==> config.mk <==
export PLATFORM = sky130hd
export DESIGN_NAME = vic20_loader
export DESIGN_NICKNAME = d
export VERILOG_FILES = /design/src/hw/vic20_loader_pkg.sv /design/src/hw/dl_stream_decode.sv /design/src/hw/load_address_tracker.sv /design/src/hw/basic_pointer_injector.sv /design/src/hw/mem_write_steer.sv /design/src/hw/vic20_loader.sv
export VERILOG_INCLUDE_DIRS = /design/src /design/src/hw
export SDC_FILE = /design/constraint.sdc
export NUM_CORES = 1
export LEC_CHECK = 0
export BUFFER_PORTS_ARGS = -buffer_cell sky130_fd_sc_hd__buf_2
export CAP_MARGIN = 20
export CORE_AREA = 4 4 159 131
export CTS_CLUSTER_SIZE = 8
export DETAILED_ROUTE_END_ITERATION = 8
export DIE_AREA = 0 0 163 135
export PLACE_DENSITY_LB_ADDON = 0.3
export RECOVER_POWER = 25
export SETUP_SLACK_MARGIN = 0.05
export SYNTH_ARGS = -nofsm -noshare
export SYNTH_HDL_FRONTEND = slang
export SYNTH_SLANG_ARGS = --single-unit
==> constraint.sdc <==
create_clock -name clk_sys -period 7.9 [get_ports clk_sys]
set_input_delay 0.395 -clock clk_sys [delete_from_list [all_inputs] [get_ports clk_sys]]
set_output_delay 0.395 -clock clk_sys [all_outputs]
set_load 0.01 [all_outputs]
==> src/hw/vic20_loader_settings.svh <==
/*
 * Shared widths, download index codes and fixed load addresses for the
 * download loader. Included by the package and by every RTL module that
 * sizes a port or compares against one of these constants.
 */

`ifndef VIC20_LOADER_SETTINGS_SVH
`define VIC20_LOADER_SETTINGS_SVH

// Bus widths
`define VL_DL_ADDR_W        25
`define VL_MEM_ADDR_W       23
`define VL_DATA_W           8

// Index byte codes sent by the host with each file
`define VL_IDX_ROM          8'h00
`define VL_IDX_PRG_A        8'h01
`define VL_IDX_PRG_B        8'h41
`define VL_IDX_TAP          8'h81

// Fixed placement
`define VL_FIXED_LOAD_ADDR  16'hA000
`define VL_TAP_BASE         23'h20000

// Last sequencer step of the BASIC pointer injection
`define VL_INJECT_LAST_STEP 5'd31

`endif

==> src/hw/vic20_loader_pkg.sv <==
/*
 * Types shared by the loader stages: the download file kind, the two views
 * of a ROM offset, the decoded download byte and the memory write records.
 */

`include "vic20_loader_settings.svh"

package vic20_loader_pkg;

    // File kind selected by the index byte
    typedef enum logic [1:0] {
        KIND_NONE = 2'd0,
        KIND_ROM  = 2'd1,
        KIND_PRG  = 2'd2,
        KIND_TAP  = 2'd3
    } dl_kind_e;

    // Low 16 bits of a download offset, flat or split into 8 KB regions
    typedef union packed {
        logic [15:0] flat;
        struct packed {
            logic [2:0]  region;
            logic [12:0] offset;
        } split;
    } rom_offset_u;

    // One decoded download byte
    typedef struct packed {
        dl_kind_e                  kind;
        logic [`VL_DL_ADDR_W-1:0]  addr;
        logic [`VL_DATA_W-1:0]     data;
        logic [15:0]               rom_addr;
        logic                      rom_valid;
    } dl_byte_t;

    // Final memory write, internal set for on-chip RAM/ROM
    typedef struct packed {
        logic [`VL_MEM_ADDR_W-1:0] addr;
        logic [`VL_DATA_W-1:0]     data;
        logic                      internal;
    } mem_write_t;

    // Untagged write between the address stages and the steer stage
    typedef struct packed {
        logic [`VL_MEM_ADDR_W-1:0] addr;
        logic [`VL_DATA_W-1:0]     data;
    } stream_write_t;

endpackage

==> src/hw/dl_stream_decode.sv <==
/*
 * Combinational front end of the loader. Classifies each download byte by
 * the index code and remaps system ROM offsets into their memory windows.
 */

`timescale 1ns/1ns

`include "vic20_loader_settings.svh"

module dl_stream_decode (
    input  logic                        dl_active_i,
    input  logic [7:0]                  dl_index_i,
    input  logic                        dl_wr_i,
    input  logic [`VL_DL_ADDR_W-1:0]    dl_addr_i,
    input  logic [`VL_DATA_W-1:0]       dl_data_i,
    output logic                        byte_wr_o,
    output vic20_loader_pkg::dl_byte_t  byte_o,
    output logic                        prg_active_o
);
    import vic20_loader_pkg::*;

    dl_kind_e    kind;
    rom_offset_u rom_off;
    logic [15:0] rom_addr;
    logic        rom_valid;

    // File kind only exists while the host holds a download open
    always_comb begin
        kind = KIND_NONE;
        if (dl_active_i) begin
            case (dl_index_i)
                `VL_IDX_ROM:                 kind = KIND_ROM;
                `VL_IDX_PRG_A, `VL_IDX_PRG_B: kind = KIND_PRG;
                `VL_IDX_TAP:                 kind = KIND_TAP;
                default:                     kind = KIND_NONE;
            endcase
        end
    end

    assign rom_off.flat = dl_addr_i[15:0];

    // ROM image layout, 8 KB per region. Regions 0 and 1 held the drive ROM
    always_comb begin
        rom_addr  = rom_off.flat;
        rom_valid = 1'b0;
        if (kind == KIND_ROM) begin
            rom_valid = 1'b1;
            case (rom_off.split.region)
                3'b010, 3'b011: rom_addr = {3'b111, rom_off.split.offset};
                3'b100:         rom_addr = {3'b110, rom_off.split.offset};
                3'b101:         rom_addr = {4'b1000, rom_off.split.offset[11:0]};
                default:        rom_valid = 1'b0;
            endcase
        end
    end

    assign byte_wr_o    = dl_wr_i;
    assign prg_active_o = (kind == KIND_PRG);
    assign byte_o       = '{kind: kind, addr: dl_addr_i, data: dl_data_i,
                            rom_addr: rom_addr, rom_valid: rom_valid};

endmodule

==> src/hw/load_address_tracker.sv <==
/*
 * Turns decoded download bytes into addressed stream writes, one cycle
 * after the strobe. Parses the program header, keeps the last program data
 * address and flags programs that land on the cartridge address.
 */

`timescale 1ns/1ns

`include "vic20_loader_settings.svh"

module load_address_tracker (
    input  logic                            clk_sys,
    input  logic                            rst_i,
    input  logic                            byte_wr_i,
    input  vic20_loader_pkg::dl_byte_t      byte_i,
    input  logic                            load_fixed_i,
    output logic                            st_wr_o,
    output vic20_loader_pkg::stream_write_t st_data_o,
    output vic20_loader_pkg::dl_kind_e      st_kind_o,
    output logic [15:0]                     end_addr_o,
    output logic                            auto_reset_o
);
    import vic20_loader_pkg::*;

    logic [15:0]               load_addr_q;
    logic [15:0]               prg_offset;
    logic [15:0]               prg_addr;
    logic                      prg_header;
    logic                      prg_data_wr;
    logic                      wr_en;
    logic [`VL_MEM_ADDR_W-1:0] wr_addr;

    // First two bytes carry the load address unless fixed mode is on
    assign prg_offset  = byte_i.addr[15:0];
    assign prg_header  = !load_fixed_i && (byte_i.addr[`VL_DL_ADDR_W-1:1] == '0);
    assign prg_addr    = load_fixed_i ? `VL_FIXED_LOAD_ADDR + prg_offset
                                      : load_addr_q + prg_offset - 16'd2;
    assign prg_data_wr = byte_wr_i && (byte_i.kind == KIND_PRG) && !prg_header;

    always_comb begin
        wr_en   = 1'b0;
        wr_addr = '0;
        case (byte_i.kind)
            KIND_PRG: begin
                wr_en   = !prg_header;
                wr_addr = `VL_MEM_ADDR_W'(prg_addr);
            end
            KIND_TAP: begin
                wr_en   = 1'b1;
                wr_addr = `VL_TAP_BASE + byte_i.addr[`VL_MEM_ADDR_W-1:0];
            end
            KIND_ROM: begin
                wr_en   = byte_i.rom_valid;
                wr_addr = `VL_MEM_ADDR_W'(byte_i.rom_addr);
            end
            default: ;
        endcase
    end

    always_ff @(posedge clk_sys) begin
        if (rst_i) begin
            st_wr_o      <= 1'b0;
            auto_reset_o <= 1'b0;
        end else begin
            st_wr_o <= byte_wr_i && wr_en;
            // Offset 0 marks a new program, a write at $A000 sets the flag again
            if (byte_wr_i && byte_i.kind == KIND_PRG && byte_i.addr == '0)
                auto_reset_o <= 1'b0;
            if (prg_data_wr && prg_addr == `VL_FIXED_LOAD_ADDR)
                auto_reset_o <= 1'b1;
        end
    end

    // Payload and header capture
    always_ff @(posedge clk_sys) begin
        if (byte_wr_i) begin
            st_data_o.addr <= wr_addr;
            st_data_o.data <= byte_i.data;
            st_kind_o      <= byte_i.kind;
        end
        if (byte_wr_i && byte_i.kind == KIND_PRG && prg_header) begin
            if (byte_i.addr[0])
                load_addr_q[15:8] <= byte_i.data;
            else
                load_addr_q[7:0]  <= byte_i.data;
        end
        if (prg_data_wr)
            end_addr_o <= prg_addr;
    end

endmodule

==> src/hw/basic_pointer_injector.sv <==
/*
 * After a program download ends, writes its end address into the eight
 * BASIC pointer bytes, one write every other cycle, then raises a one-cycle
 * reset request if the program was loaded at the cartridge address.
 */

`timescale 1ns/1ns

`include "vic20_loader_settings.svh"

module basic_pointer_injector (
    input  logic                            clk_sys,
    input  logic                            rst_i,
    input  logic                            prg_active_i,
    input  logic [15:0]                     end_addr_i,
    input  logic                            auto_reset_i,
    output logic                            inj_wr_o,
    output vic20_loader_pkg::stream_write_t inj_data_o,
    output logic                            force_reset_o
);

    logic [4:0] step_q;
    logic       prg_active_q;
    logic       arm_q;
    logic [7:0] ptr_addr;

    // ========================================================================
    // Step sequencer
    // ========================================================================

    // Runs 1..31 once per program download, wraps back to idle at 0
    always_ff @(posedge clk_sys) begin
        if (rst_i) begin
            step_q       <= 5'd0;
            prg_active_q <= 1'b0;
            arm_q        <= 1'b0;
        end else begin
            prg_active_q <= prg_active_i;
            if (prg_active_q && !prg_active_i) begin
                step_q <= 5'd1;
                arm_q  <= auto_reset_i;
            end else if (step_q != 5'd0) begin
                step_q <= step_q + 5'd1;
            end
            if (step_q == `VL_INJECT_LAST_STEP)
                arm_q <= 1'b0;
        end
    end

    // ========================================================================
    // Pointer writes
    // ========================================================================

    // Text end, variables start, arrays start, arrays end, then load end
    always_comb begin
        case (step_q[3:1])
            3'd0:    ptr_addr = 8'h2D;
            3'd1:    ptr_addr = 8'h2E;
            3'd2:    ptr_addr = 8'h2F;
            3'd3:    ptr_addr = 8'h30;
            3'd4:    ptr_addr = 8'h31;
            3'd5:    ptr_addr = 8'h32;
            3'd6:    ptr_addr = 8'hAE;
            default: ptr_addr = 8'hAF;
        endcase
    end

    // Odd steps 1 to 15 only
    assign inj_wr_o        = step_q[0] && !step_q[4];
    assign inj_data_o.addr = `VL_MEM_ADDR_W'(ptr_addr);
    assign inj_data_o.data = step_q[1] ? end_addr_i[15:8] : end_addr_i[7:0];
    assign force_reset_o   = arm_q && (step_q == `VL_INJECT_LAST_STEP);

    // The host has no back-pressure, next download must wait for the sequence
    a_no_download_during_inject: assert property (
        @(posedge clk_sys) disable iff (rst_i)
        (step_q != 5'd0) |-> !$rose(prg_active_i)
    );

endmodule

==> src/hw/mem_write_steer.sv <==
/*
 * Final loader stage. Merges the stream writes and the injected pointer
 * writes, tags each as internal or external memory and registers the result.
 */

`timescale 1ns/1ns

`include "vic20_loader_settings.svh"

module mem_write_steer (
    input  logic                            clk_sys,
    input  logic                            rst_i,
    input  logic                            st_wr_i,
    input  vic20_loader_pkg::stream_write_t st_data_i,
    input  logic                            inj_wr_i,
    input  vic20_loader_pkg::stream_write_t inj_data_i,
    input  vic20_loader_pkg::dl_kind_e      kind_i,
    output logic                            mem_wr_o,
    output vic20_loader_pkg::mem_write_t    mem_wr_data_o
);
    import vic20_loader_pkg::*;

    stream_write_t sel;
    logic          prg_internal;
    logic          internal;

    assign sel = inj_wr_i ? inj_data_i : st_data_i;

    // Low RAM, 4 KB main RAM block and colour RAM live on chip
    assign prg_internal = (st_data_i.addr[`VL_MEM_ADDR_W-1:16] == '0) &&
                          (st_data_i.addr[15:10] == 6'b000000 ||
                           st_data_i.addr[15:12] == 4'b0001 ||
                           st_data_i.addr[15:10] == 6'b100101);

    always_comb begin
        internal = 1'b0;
        if (inj_wr_i) begin
            internal = 1'b1;
        end else begin
            case (kind_i)
                KIND_ROM: internal = 1'b1;
                KIND_PRG: internal = prg_internal;
                default:  internal = 1'b0;
            endcase
        end
    end

    always_ff @(posedge clk_sys) begin
        if (rst_i)
            mem_wr_o <= 1'b0;
        else
            mem_wr_o <= st_wr_i || inj_wr_i;
    end

    always_ff @(posedge clk_sys) begin
        if (st_wr_i || inj_wr_i)
            mem_wr_data_o <= '{addr: sel.addr, data: sel.data, internal: internal};
    end

    // Injection starts only after the program stream has drained
    a_no_write_collision: assert property (
        @(posedge clk_sys) disable iff (rst_i)
        !(st_wr_i && inj_wr_i)
    );

endmodule

==> src/hw/vic20_loader.sv <==
/*
 * Download loader top. Connects the byte decoder, the address tracker, the
 * BASIC pointer injector and the write steer stage. A stream byte reaches
 * mem_wr_o two cycles after its dl_wr_i strobe.
 */

`timescale 1ns/1ns

`include "vic20_loader_settings.svh"

module vic20_loader (
    input  logic                         clk_sys,
    input  logic                         rst_i,
    input  logic                         dl_active_i,
    input  logic [7:0]                   dl_index_i,
    input  logic                         dl_wr_i,
    input  logic [`VL_DL_ADDR_W-1:0]     dl_addr_i,
    input  logic [`VL_DATA_W-1:0]        dl_data_i,
    input  logic                         load_fixed_i,
    output logic                         mem_wr_o,
    output vic20_loader_pkg::mem_write_t mem_wr_data_o,
    output logic                         force_reset_o
);
    import vic20_loader_pkg::*;

    logic          byte_wr;
    dl_byte_t      dl_byte;
    logic          prg_active;
    logic          st_wr;
    stream_write_t st_data;
    dl_kind_e      st_kind;
    logic [15:0]   end_addr;
    logic          auto_reset;
    logic          inj_wr;
    stream_write_t inj_data;

    dl_stream_decode dl_stream_decode_inst (
        .dl_active_i  (dl_active_i),
        .dl_index_i   (dl_index_i),
        .dl_wr_i      (dl_wr_i),
        .dl_addr_i    (dl_addr_i),
        .dl_data_i    (dl_data_i),
        .byte_wr_o    (byte_wr),
        .byte_o       (dl_byte),
        .prg_active_o (prg_active)
    );

    load_address_tracker load_address_tracker_inst (
        .clk_sys      (clk_sys),
        .rst_i        (rst_i),
        .byte_wr_i    (byte_wr),
        .byte_i       (dl_byte),
        .load_fixed_i (load_fixed_i),
        .st_wr_o      (st_wr),
        .st_data_o    (st_data),
        .st_kind_o    (st_kind),
        .end_addr_o   (end_addr),
        .auto_reset_o (auto_reset)
    );

    basic_pointer_injector basic_pointer_injector_inst (
        .clk_sys       (clk_sys),
        .rst_i         (rst_i),
        .prg_active_i  (prg_active),
        .end_addr_i    (end_addr),
        .auto_reset_i  (auto_reset),
        .inj_wr_o      (inj_wr),
        .inj_data_o    (inj_data),
        .force_reset_o (force_reset_o)
    );

    mem_write_steer mem_write_steer_inst (
        .clk_sys       (clk_sys),
        .rst_i         (rst_i),
        .st_wr_i       (st_wr),
        .st_data_i     (st_data),
        .inj_wr_i      (inj_wr),
        .inj_data_i    (inj_data),
        .kind_i        (st_kind),
        .mem_wr_o      (mem_wr_o),
        .mem_wr_data_o (mem_wr_data_o)
    );

endmodule

Word-level counts from Yosys, hierarchy flattened

Cells that the tools add are included.

Bits in registers: 107
Latch bits: 0
Bits in writable memories: 0
ROM bits: 0
Bits of input ports: 46
Output and inout bits: 34
Logic and storage cells: 94
Memories kept: 0

Add/subtract/negate cells: 5
$mul: 0
Div/mod/pow operators: 0
Magnitude comparators: 0
Equality and inequality tests: 22
Shift-type cells: 0
Multiplexer cells: 15
Bitwise logic cells: 1
Reduce and logical (&&, ||, !) cells: 34

Operators with widths:

| cell                   | number |
|---|---|
| $pmux 23 s3            | 1 |
| $pmux 8 s7             | 1 |
| $pmux 16 s3            | 1 |
| $mux 16                | 2 |
| $logic_not 25->1       | 1 |
| $logic_not 24->1       | 1 |
| $add 18x23->23 const A | 1 |
| $add 16x16->16         | 1 |
| $add 16x16->16 const A | 1 |
| $eq 16x16->1 const B   | 1 |
| $sub 16x2->16 const B  | 1 |
| $eq 3x3->1 const B     | 5 |
| $eq 3x2->1 const B     | 4 |
| $logic_and 1x1->1      | 11 |
| $eq 8x1->1 const B     | 1 |
| $eq 8x7->1 const B     | 1 |
| $eq 8x8->1 const B     | 1 |
| $logic_not 8->1        | 1 |
| $mux 8                 | 1 |
| $reduce_or 2->1        | 4 |
| $logic_not 7->1        | 1 |
| $eq 2x2->1 const B     | 3 |
| $eq 6x6->1 const B     | 1 |
| $logic_not 6->1        | 1 |
| other kinds (18)       | 30 |

Longest topological paths before layout

Word-level depth: 9
Mapped depth: 14
Depth with buffers taken out: 14

By module

Synthesis repeated with hierarchy kept, for this count alone.

Cell total of the unflattened synthesis: 609
Area, all modules: 6717.7 µm²

Modules (own cells, without submodules):

| module                 | instances | cells an instance | area an instance (µm²) | sequential area each (µm²) |
|---|---|---|---|---|
| load_address_tracker   | 1         | 388               | 4005.1                 | 1991.9 |
| mem_write_steer        | 1         | 86                | 1585.3                 | 980.9 |
| basic_pointer_injector | 1         | 69                | 619.3                  | 140.1 |
| dl_stream_decode       | 1         | 66                | 508.0                  | 0.0 |

Least setup slack after synthesis

No wires, ideal clock.

Kind: input-to-reg
From: input port dl_addr_i[1]
To: register load_address_tracker_inst.auto_reset_o
Setup time: 0.096 ns
Data arrival time: 2.831 ns
Required time: 7.804 ns
Slack: 4.973 ns
Stages: 14
Buffers on the path: 0
Cells stage by stage: inv_1 ha_1 inv_1 ha_1 inv_1 fa_1 nor2b_1 o31a_1 a211oi_1 a211o_1 or4_1 nor4_2 nand4b_1 o41ai_2

Cells in the longest elaborated chain, start to end: 6
Elaborated cells between the ends (all ways): 14
Those cells by class: add/sub: 3; eq/ne: 1; mux: 2; reduce/logical: 8

Ends and longest elaborated chain:

| what                                                               | line                                                   | source |
|---|---|---|
| start: declaration                                                 | vic20_loader.sv:17                                     | `` input logic [`VL_DL_ADDR_W-1:0] dl_addr_i, `` |
| $add 16x16->16 / $logic_not 24->1 (equally long branches)          | load_address_tracker.sv:37, load_address_tracker.sv:35 |  |
| $sub 16x2->16 / $logic_and 1x1->1 (equally long branches)          | load_address_tracker.sv:37, load_address_tracker.sv:35 |  |
| $mux 16 / $logic_not 1->1 (equally long branches)                  | load_address_tracker.sv:36, load_address_tracker.sv:38 |  |
| $eq 16x16->1 (no line) / $logic_and 1x1->1 (equally long branches) | n/a                                                    |  |
| $logic_and 1x1->1 (no line)                                        | n/a                                                    |  |
| $mux 1 / $reduce_bool 2->1 (equally long branches)                 | n/a                                                    |  |
| end signal: assignment                                             | load_address_tracker.sv:63                             | `auto_reset_o <= 1'b0;` |
| end signal: assignment                                             | load_address_tracker.sv:68                             | `auto_reset_o <= 1'b0;` |
| end signal: assignment                                             | load_address_tracker.sv:70                             | `auto_reset_o <= 1'b1;` |
| end: declaration                                                   | load_address_tracker.sv:21                             | `output logic auto_reset_o` |

Parallel ways exist; a longest one is shown, timed or not.
A chain may end at the register's enable or synchronous reset.

Final worst setup path

From: register load_address_tracker_inst.load_addr_q[2]
To: register load_address_tracker_inst.st_data_o[20] (netlist name) (data pin)

Cells in the longest elaborated chain, start to end: 4

Ends and longest elaborated chain:

| what                                             | line                       | source |
|---|---|---|
| start: declaration                               | load_address_tracker.sv:25 | `logic [15:0] load_addr_q;` |
| start signal: assignment                         | load_address_tracker.sv:85 | `load_addr_q[7:0] <= byte_i.data;` |
| $add 16x16->16                                   | load_address_tracker.sv:37 | `: load_addr_q + prg_offset - 16'd2;` |
| $sub 16x2->16                                    | load_address_tracker.sv:37 |  |
| $mux 16                                          | load_address_tracker.sv:36 | `` assign prg_addr = load_fixed_i ? `VL_FIXED_LOAD_ADDR + prg_offset `` |
| named net load_address_tracker_inst.prg_addr[12] | load_address_tracker.sv:27 | `logic [15:0] prg_addr;` |
| $pmux 23 s3                                      | load_address_tracker.sv:43 | `case (byte_i.kind)` |
| named net load_address_tracker_inst.wr_addr[12]  | load_address_tracker.sv:31 | `` logic [`VL_MEM_ADDR_W-1:0] wr_addr; `` |
| end: declaration                                 | load_address_tracker.sv:18 | `output vic20_loader_pkg::stream_write_t st_data_o,` |

The timed path passes the listed nets, and every way through them passes these cells.

==> impl_summary.md <==
Worst setup path
Measured in cells, the most critical reg-to-reg path has a length of 12. The largest fanout on the critical path is 3. The critical path in this run is classified as flop to flop. The reg-to-reg setup timing slack is 4.67 ns. The start of the worst register-to-register path is load_address_tracker_inst.load_addr_q[2]$_DFFE_PP_. The worst setup path is launched from a flop. The endpoint of the most critical register-to-register path is load_address_tracker_inst.st_data_o[20]$_DFFE_PP_. For the worst setup path, the data arrival time is 3.31 ns. The nature of the critical path endpoint is a flop.

The required time reported for the critical path endpoint is 7.99 ns.

Power
The peak supply drop is 0.106 mV. The cell leakage power is 2.72 nW. The power per cell area is 208 nW/um^2.

Logic synthesis
By area, the combinational part of the netlist is dominated by simple AND/OR/NAND/NOR gates. The synthesized design contains 107 register bits. The number of distinct library cells after synthesis is 59. The synthesized netlist devotes 12.8% of its cell area to simple gates. The proportion of synthesized chip area in sequential cells is 54.7%.

The cell taking the most area after synthesis is sky130_fd_sc_hd__edfxtp_1. The total number of yosys warnings is 0. Sorting the synthesized cells by area gives the leading types as sky130_fd_sc_hd__edfxtp_1 51%, sky130_fd_sc_hd__ha_1 9.0%, sky130_fd_sc_hd__inv_1 5.0%. The fraction of synthesized cell area taken by the top area cell type is 51.2%. Counting flops with an async set or reset pin after synthesis yields a share of 0%.

The xor and xnor area share after synthesis is 3.08%. After synthesis, the share of cell area in mux cells is 2.49%. The number of nets handed over by synthesis was 603.

The post-synthesis adder-cell area fraction is 9.37%. Counting flops with a built-in enable in the synthesized netlist gives 97. The mean post-synth cell area is 11.0 sq um. The mapped netlist covers 5690 sq um. The prevailing post-synth register cell is sky130_fd_sc_hd__edfxtp_1. Summing the areas of all compound-gate instances in the mapped netlist gives 11.4% of the synthesized area.

The cell count after synthesis is 515.

Timing
The worst path in the final design needs a cycle of 3.23 ns, including I/O delays and setup. Between clock sinks in the finished design, the worst skew comes to 0.0149 ns. The worst-margin pin slew is 2.02 ns.

The post-route worst hold slack is 0.312 ns. Headroom to the max-slew limit came out at -34.8%. Setup repair after global routing left no endpoint under its margin. Of the available clock period, the critical path in the final layout requires 40.8%.

Timing would allow up to 310 MHz. The final count of hold timing violations was 0. The final setup violation count is 0.

The max-slew violation total from the final report is 37. The total negative slack is 0 ns.

GRT
The final global-route overflow total is 0. The number of antenna violations at the first check in global routing is 2. The wire length of the first global-routing pass is 21500 um.

The number of global-route vias before repair is 3974. The combined global-route utilization of all metal layers is 12.5%. The pin count of the biggest net entering global routing is 44.

Outcome
The flow ran to the end, but the final reports show violations. The checks that failed: capacitance limit, slew limit.

CTS
Gates resized during post-CTS repair numbered 0. The clock sink count is 107. The clock latency at the later pin of the worst-skew pair is 0.35 ns. The tree is rooted in a sky130_fd_sc_hd__clkbuf_16.

TritonCTS built the clock tree. After clock tree synthesis, the flow added hold-fix buffers numbering 0. The number of clock buffers added by TritonCTS is 9. The clock slew at the register clock pins of the worst setup and hold paths is 0.07 ns.

Buffers added to address setup during post-CTS repair amount to 0. The number of buffers on the longest clock path is 2. The number of levels in the clock H-tree is 3.

Floorplan
In this run the horizontal extent of the chip is 163 um. For this configuration, the core starts out at a cell density of 29.4%. The floorplan die area is 22000 sq um. The floorplan step defined a core boundary enclosing 19300 sq um. The standard-cell row count is 46. From bottom edge to top edge, the die measures 135 um. During I/O placement, the number of pins put on the boundary was 80.

Place
The post-detailed-placement half-perimeter wirelength is 10600 um. The congestion estimate from routability-driven global placement came to 0.885. The number of I/O port buffers is 79.

Layout
Leaving out fill and tap cells, the most frequent cell in the layout is sky130_fd_sc_hd__edfxtp_1. The fraction of final layout cells with drive strength greater than 1 is 15.6%. Leaving out fill and tap cells, the most frequent cells in the layout are 97 x sky130_fd_sc_hd__edfxtp_1, 76 x sky130_fd_sc_hd__inv_1, 70 x sky130_fd_sc_hd__buf_2, 45 x sky130_fd_sc_hd__nand2_1, 41 x sky130_fd_sc_hd__ha_1. The net count of the finished layout is 679. The area added between synthesis and finish is 16.9%.

Worst hold path
The type of the most critical hold path is input port to flop. Along the worst hold path, the cell count comes to 1. The beginning of the worst hold path is dl_data_i[1]. The path with the worst hold slack has its endpoint at load_address_tracker_inst.load_addr_q[1]$_DFFE_PP_.

Detailed routing
The DRC violation count after routing is 0. Using the TritonRoute via totals, the vias-per-cell ratio works out to 4.56. The final route contains 3925 vias.

The total wire length is 13500 um. After detailed routing, the average wire length per cell comes to 15.6 um. For this block, the initial DRC count from the detailed router was 226.

Once detail routing completed, the nets flagged for antenna violations numbered 0. The detailed-router iteration count before antenna repair is 4.

Run
Max-cap violations in this run came to 1.
==> final cells by class <==
type	instances	area [sq um]
antenna	1	2.50
clock buffer	10	229
clock inverter	6	56.3
fill	1996	12700
inverter	76	285
multi-input combinational	314	2220
sequential	107	3110
tap	264	330
timing repair buffer	83	414
==> state kept, by name, summed over array words and instances, names as in the netlist, 2 cells and up <==
register and count:
load_address_tracker_inst.load_addr_q 16, load_address_tracker_inst.end_addr_o 16, mem_write_steer_inst.mem_wr_data_o 32, load_address_tracker_inst.st_kind_o 2, load_address_tracker_inst.st_data_o 31, basic_pointer_injector_inst.step_q 5
==> cells by family after synthesis <==
group,count (synthesis)
AOI/OAI and AO/OA,98
xor gates and xnor gates,20
adders and majority gates,42
buffers and inverters,94
DFF,107
muxes,14
and+or+nand+nor,140
==> layer usage <==
metal / track usage [%] / up-vias / wire, um
met3: 3.08 / 11 / 578
met4: 3.26 / 2 / 151
met2: 21.2 / 78 / 6490
li1: - / 1978 / -
met1: 16.1 / 1856 / 6230
met5: 0 / - / 7
==> report_power, final <==
group	leakage, nW	total [mW]	internal (mW)	switching (mW)
logic	1.59	0.247	0.0875	0.160
clock network	0.131	0.437	0.243	0.195
registers	0.996	0.696	0.683	0.0131
==> worst max-delay path, stage by stage, from the launching register on <==
cell and delay (ns):
sky130_fd_sc_hd__edfxtp_1 0.33, sky130_fd_sc_hd__inv_1 0.05, sky130_fd_sc_hd__ha_1 0.31, sky130_fd_sc_hd__inv_1 0.05, sky130_fd_sc_hd__ha_1 0.31, sky130_fd_sc_hd__a211oi_1 0.43
sky130_fd_sc_hd__o211ai_1 0.20, sky130_fd_sc_hd__a41oi_1 0.35, sky130_fd_sc_hd__o21bai_1 0.10, sky130_fd_sc_hd__a21oi_1 0.19, sky130_fd_sc_hd__xor2_1 0.17, sky130_fd_sc_hd__o21ai_0 0.18
sky130_fd_sc_hd__a32o_1 0.29
==> stage by stage <==
| step | std cells | utilization [%] | power [mW] | setup WS [ns] | cell area, sq um |
|---|---|---|---|---|---|
| finish | 861 | 34.4 | 1.38 | 4.67 | 6650 |
| global route | 861 | 34.4 | 1.45 | 4.41 | 6650 |
| CTS | 860 | 34.4 | 1.40 | 4.68 | 6660 |
| detailed placement | 844 | 33.0 | 0.958 | 4.47 | 6380 |
| global placement | 842 | 32.9 | 0.952 | 4.44 | 6360 |
| floorplan | 515 | - | 0.861 | 4.97 | 5690 |
==> worst max path at each step <==
stage,depth (start not counted),from,endpoint,slack [ns]
final,12,load_address_tracker_inst.load_addr_q[2]$_DFFE_PP_,load_address_tracker_inst.st_data_o[20]$_DFFE_PP_,4.67
after detailed placement,15,dl_addr_i[1],load_address_tracker_inst.st_data_o[21]$_DFFE_PP_,4.47
after global placement,6,dl_index_i[3],load_address_tracker_inst.load_addr_q[7]$_DFFE_PP_,4.44
after global routing,14,load_address_tracker_inst.load_addr_q[1]$_DFFE_PP_,load_address_tracker_inst.st_data_o[21]$_DFFE_PP_,4.41
after CTS,14,load_address_tracker_inst.load_addr_q[1]$_DFFE_PP_,load_address_tracker_inst.st_data_o[21]$_DFFE_PP_,4.68
after floorplan,14,dl_addr_i[1],load_address_tracker_inst.auto_reset_o$_SDFFE_PP0P_,4.97
==> synthesized netlist by cell type, types with 2 or more instances <==
master	count
sky130_fd_sc_hd__edfxtp_1	97
sky130_fd_sc_hd__inv_1	76
sky130_fd_sc_hd__nand2_1	45
sky130_fd_sc_hd__ha_1	41
sky130_fd_sc_hd__o21ai_0	37
sky130_fd_sc_hd__nor2_1	26
sky130_fd_sc_hd__and2_1	18
sky130_fd_sc_hd__a21oi_1	15
sky130_fd_sc_hd__clkbuf_1	15
sky130_fd_sc_hd__mux2i_1	13
sky130_fd_sc_hd__xnor2_1	11
sky130_fd_sc_hd__dfxtp_1	10
sky130_fd_sc_hd__nor4_1	9
sky130_fd_sc_hd__xor2_1	9
sky130_fd_sc_hd__a22o_1	8
sky130_fd_sc_hd__nand3_1	7
sky130_fd_sc_hd__nor3_1	6
sky130_fd_sc_hd__a21o_1	5
sky130_fd_sc_hd__and3_1	5
sky130_fd_sc_hd__o21a_1	5
sky130_fd_sc_hd__a211oi_1	4
sky130_fd_sc_hd__nand2b_1	4
sky130_fd_sc_hd__o31ai_1	4
sky130_fd_sc_hd__nand4_1	3
sky130_fd_sc_hd__a211o_1	2
sky130_fd_sc_hd__a221o_1	2
sky130_fd_sc_hd__buf_1	2
sky130_fd_sc_hd__nand3b_1	2
sky130_fd_sc_hd__nor3b_1	2
sky130_fd_sc_hd__nor4b_1	2
sky130_fd_sc_hd__o21bai_1	2
Note: power is estimated with default switching activity, not from simulation.
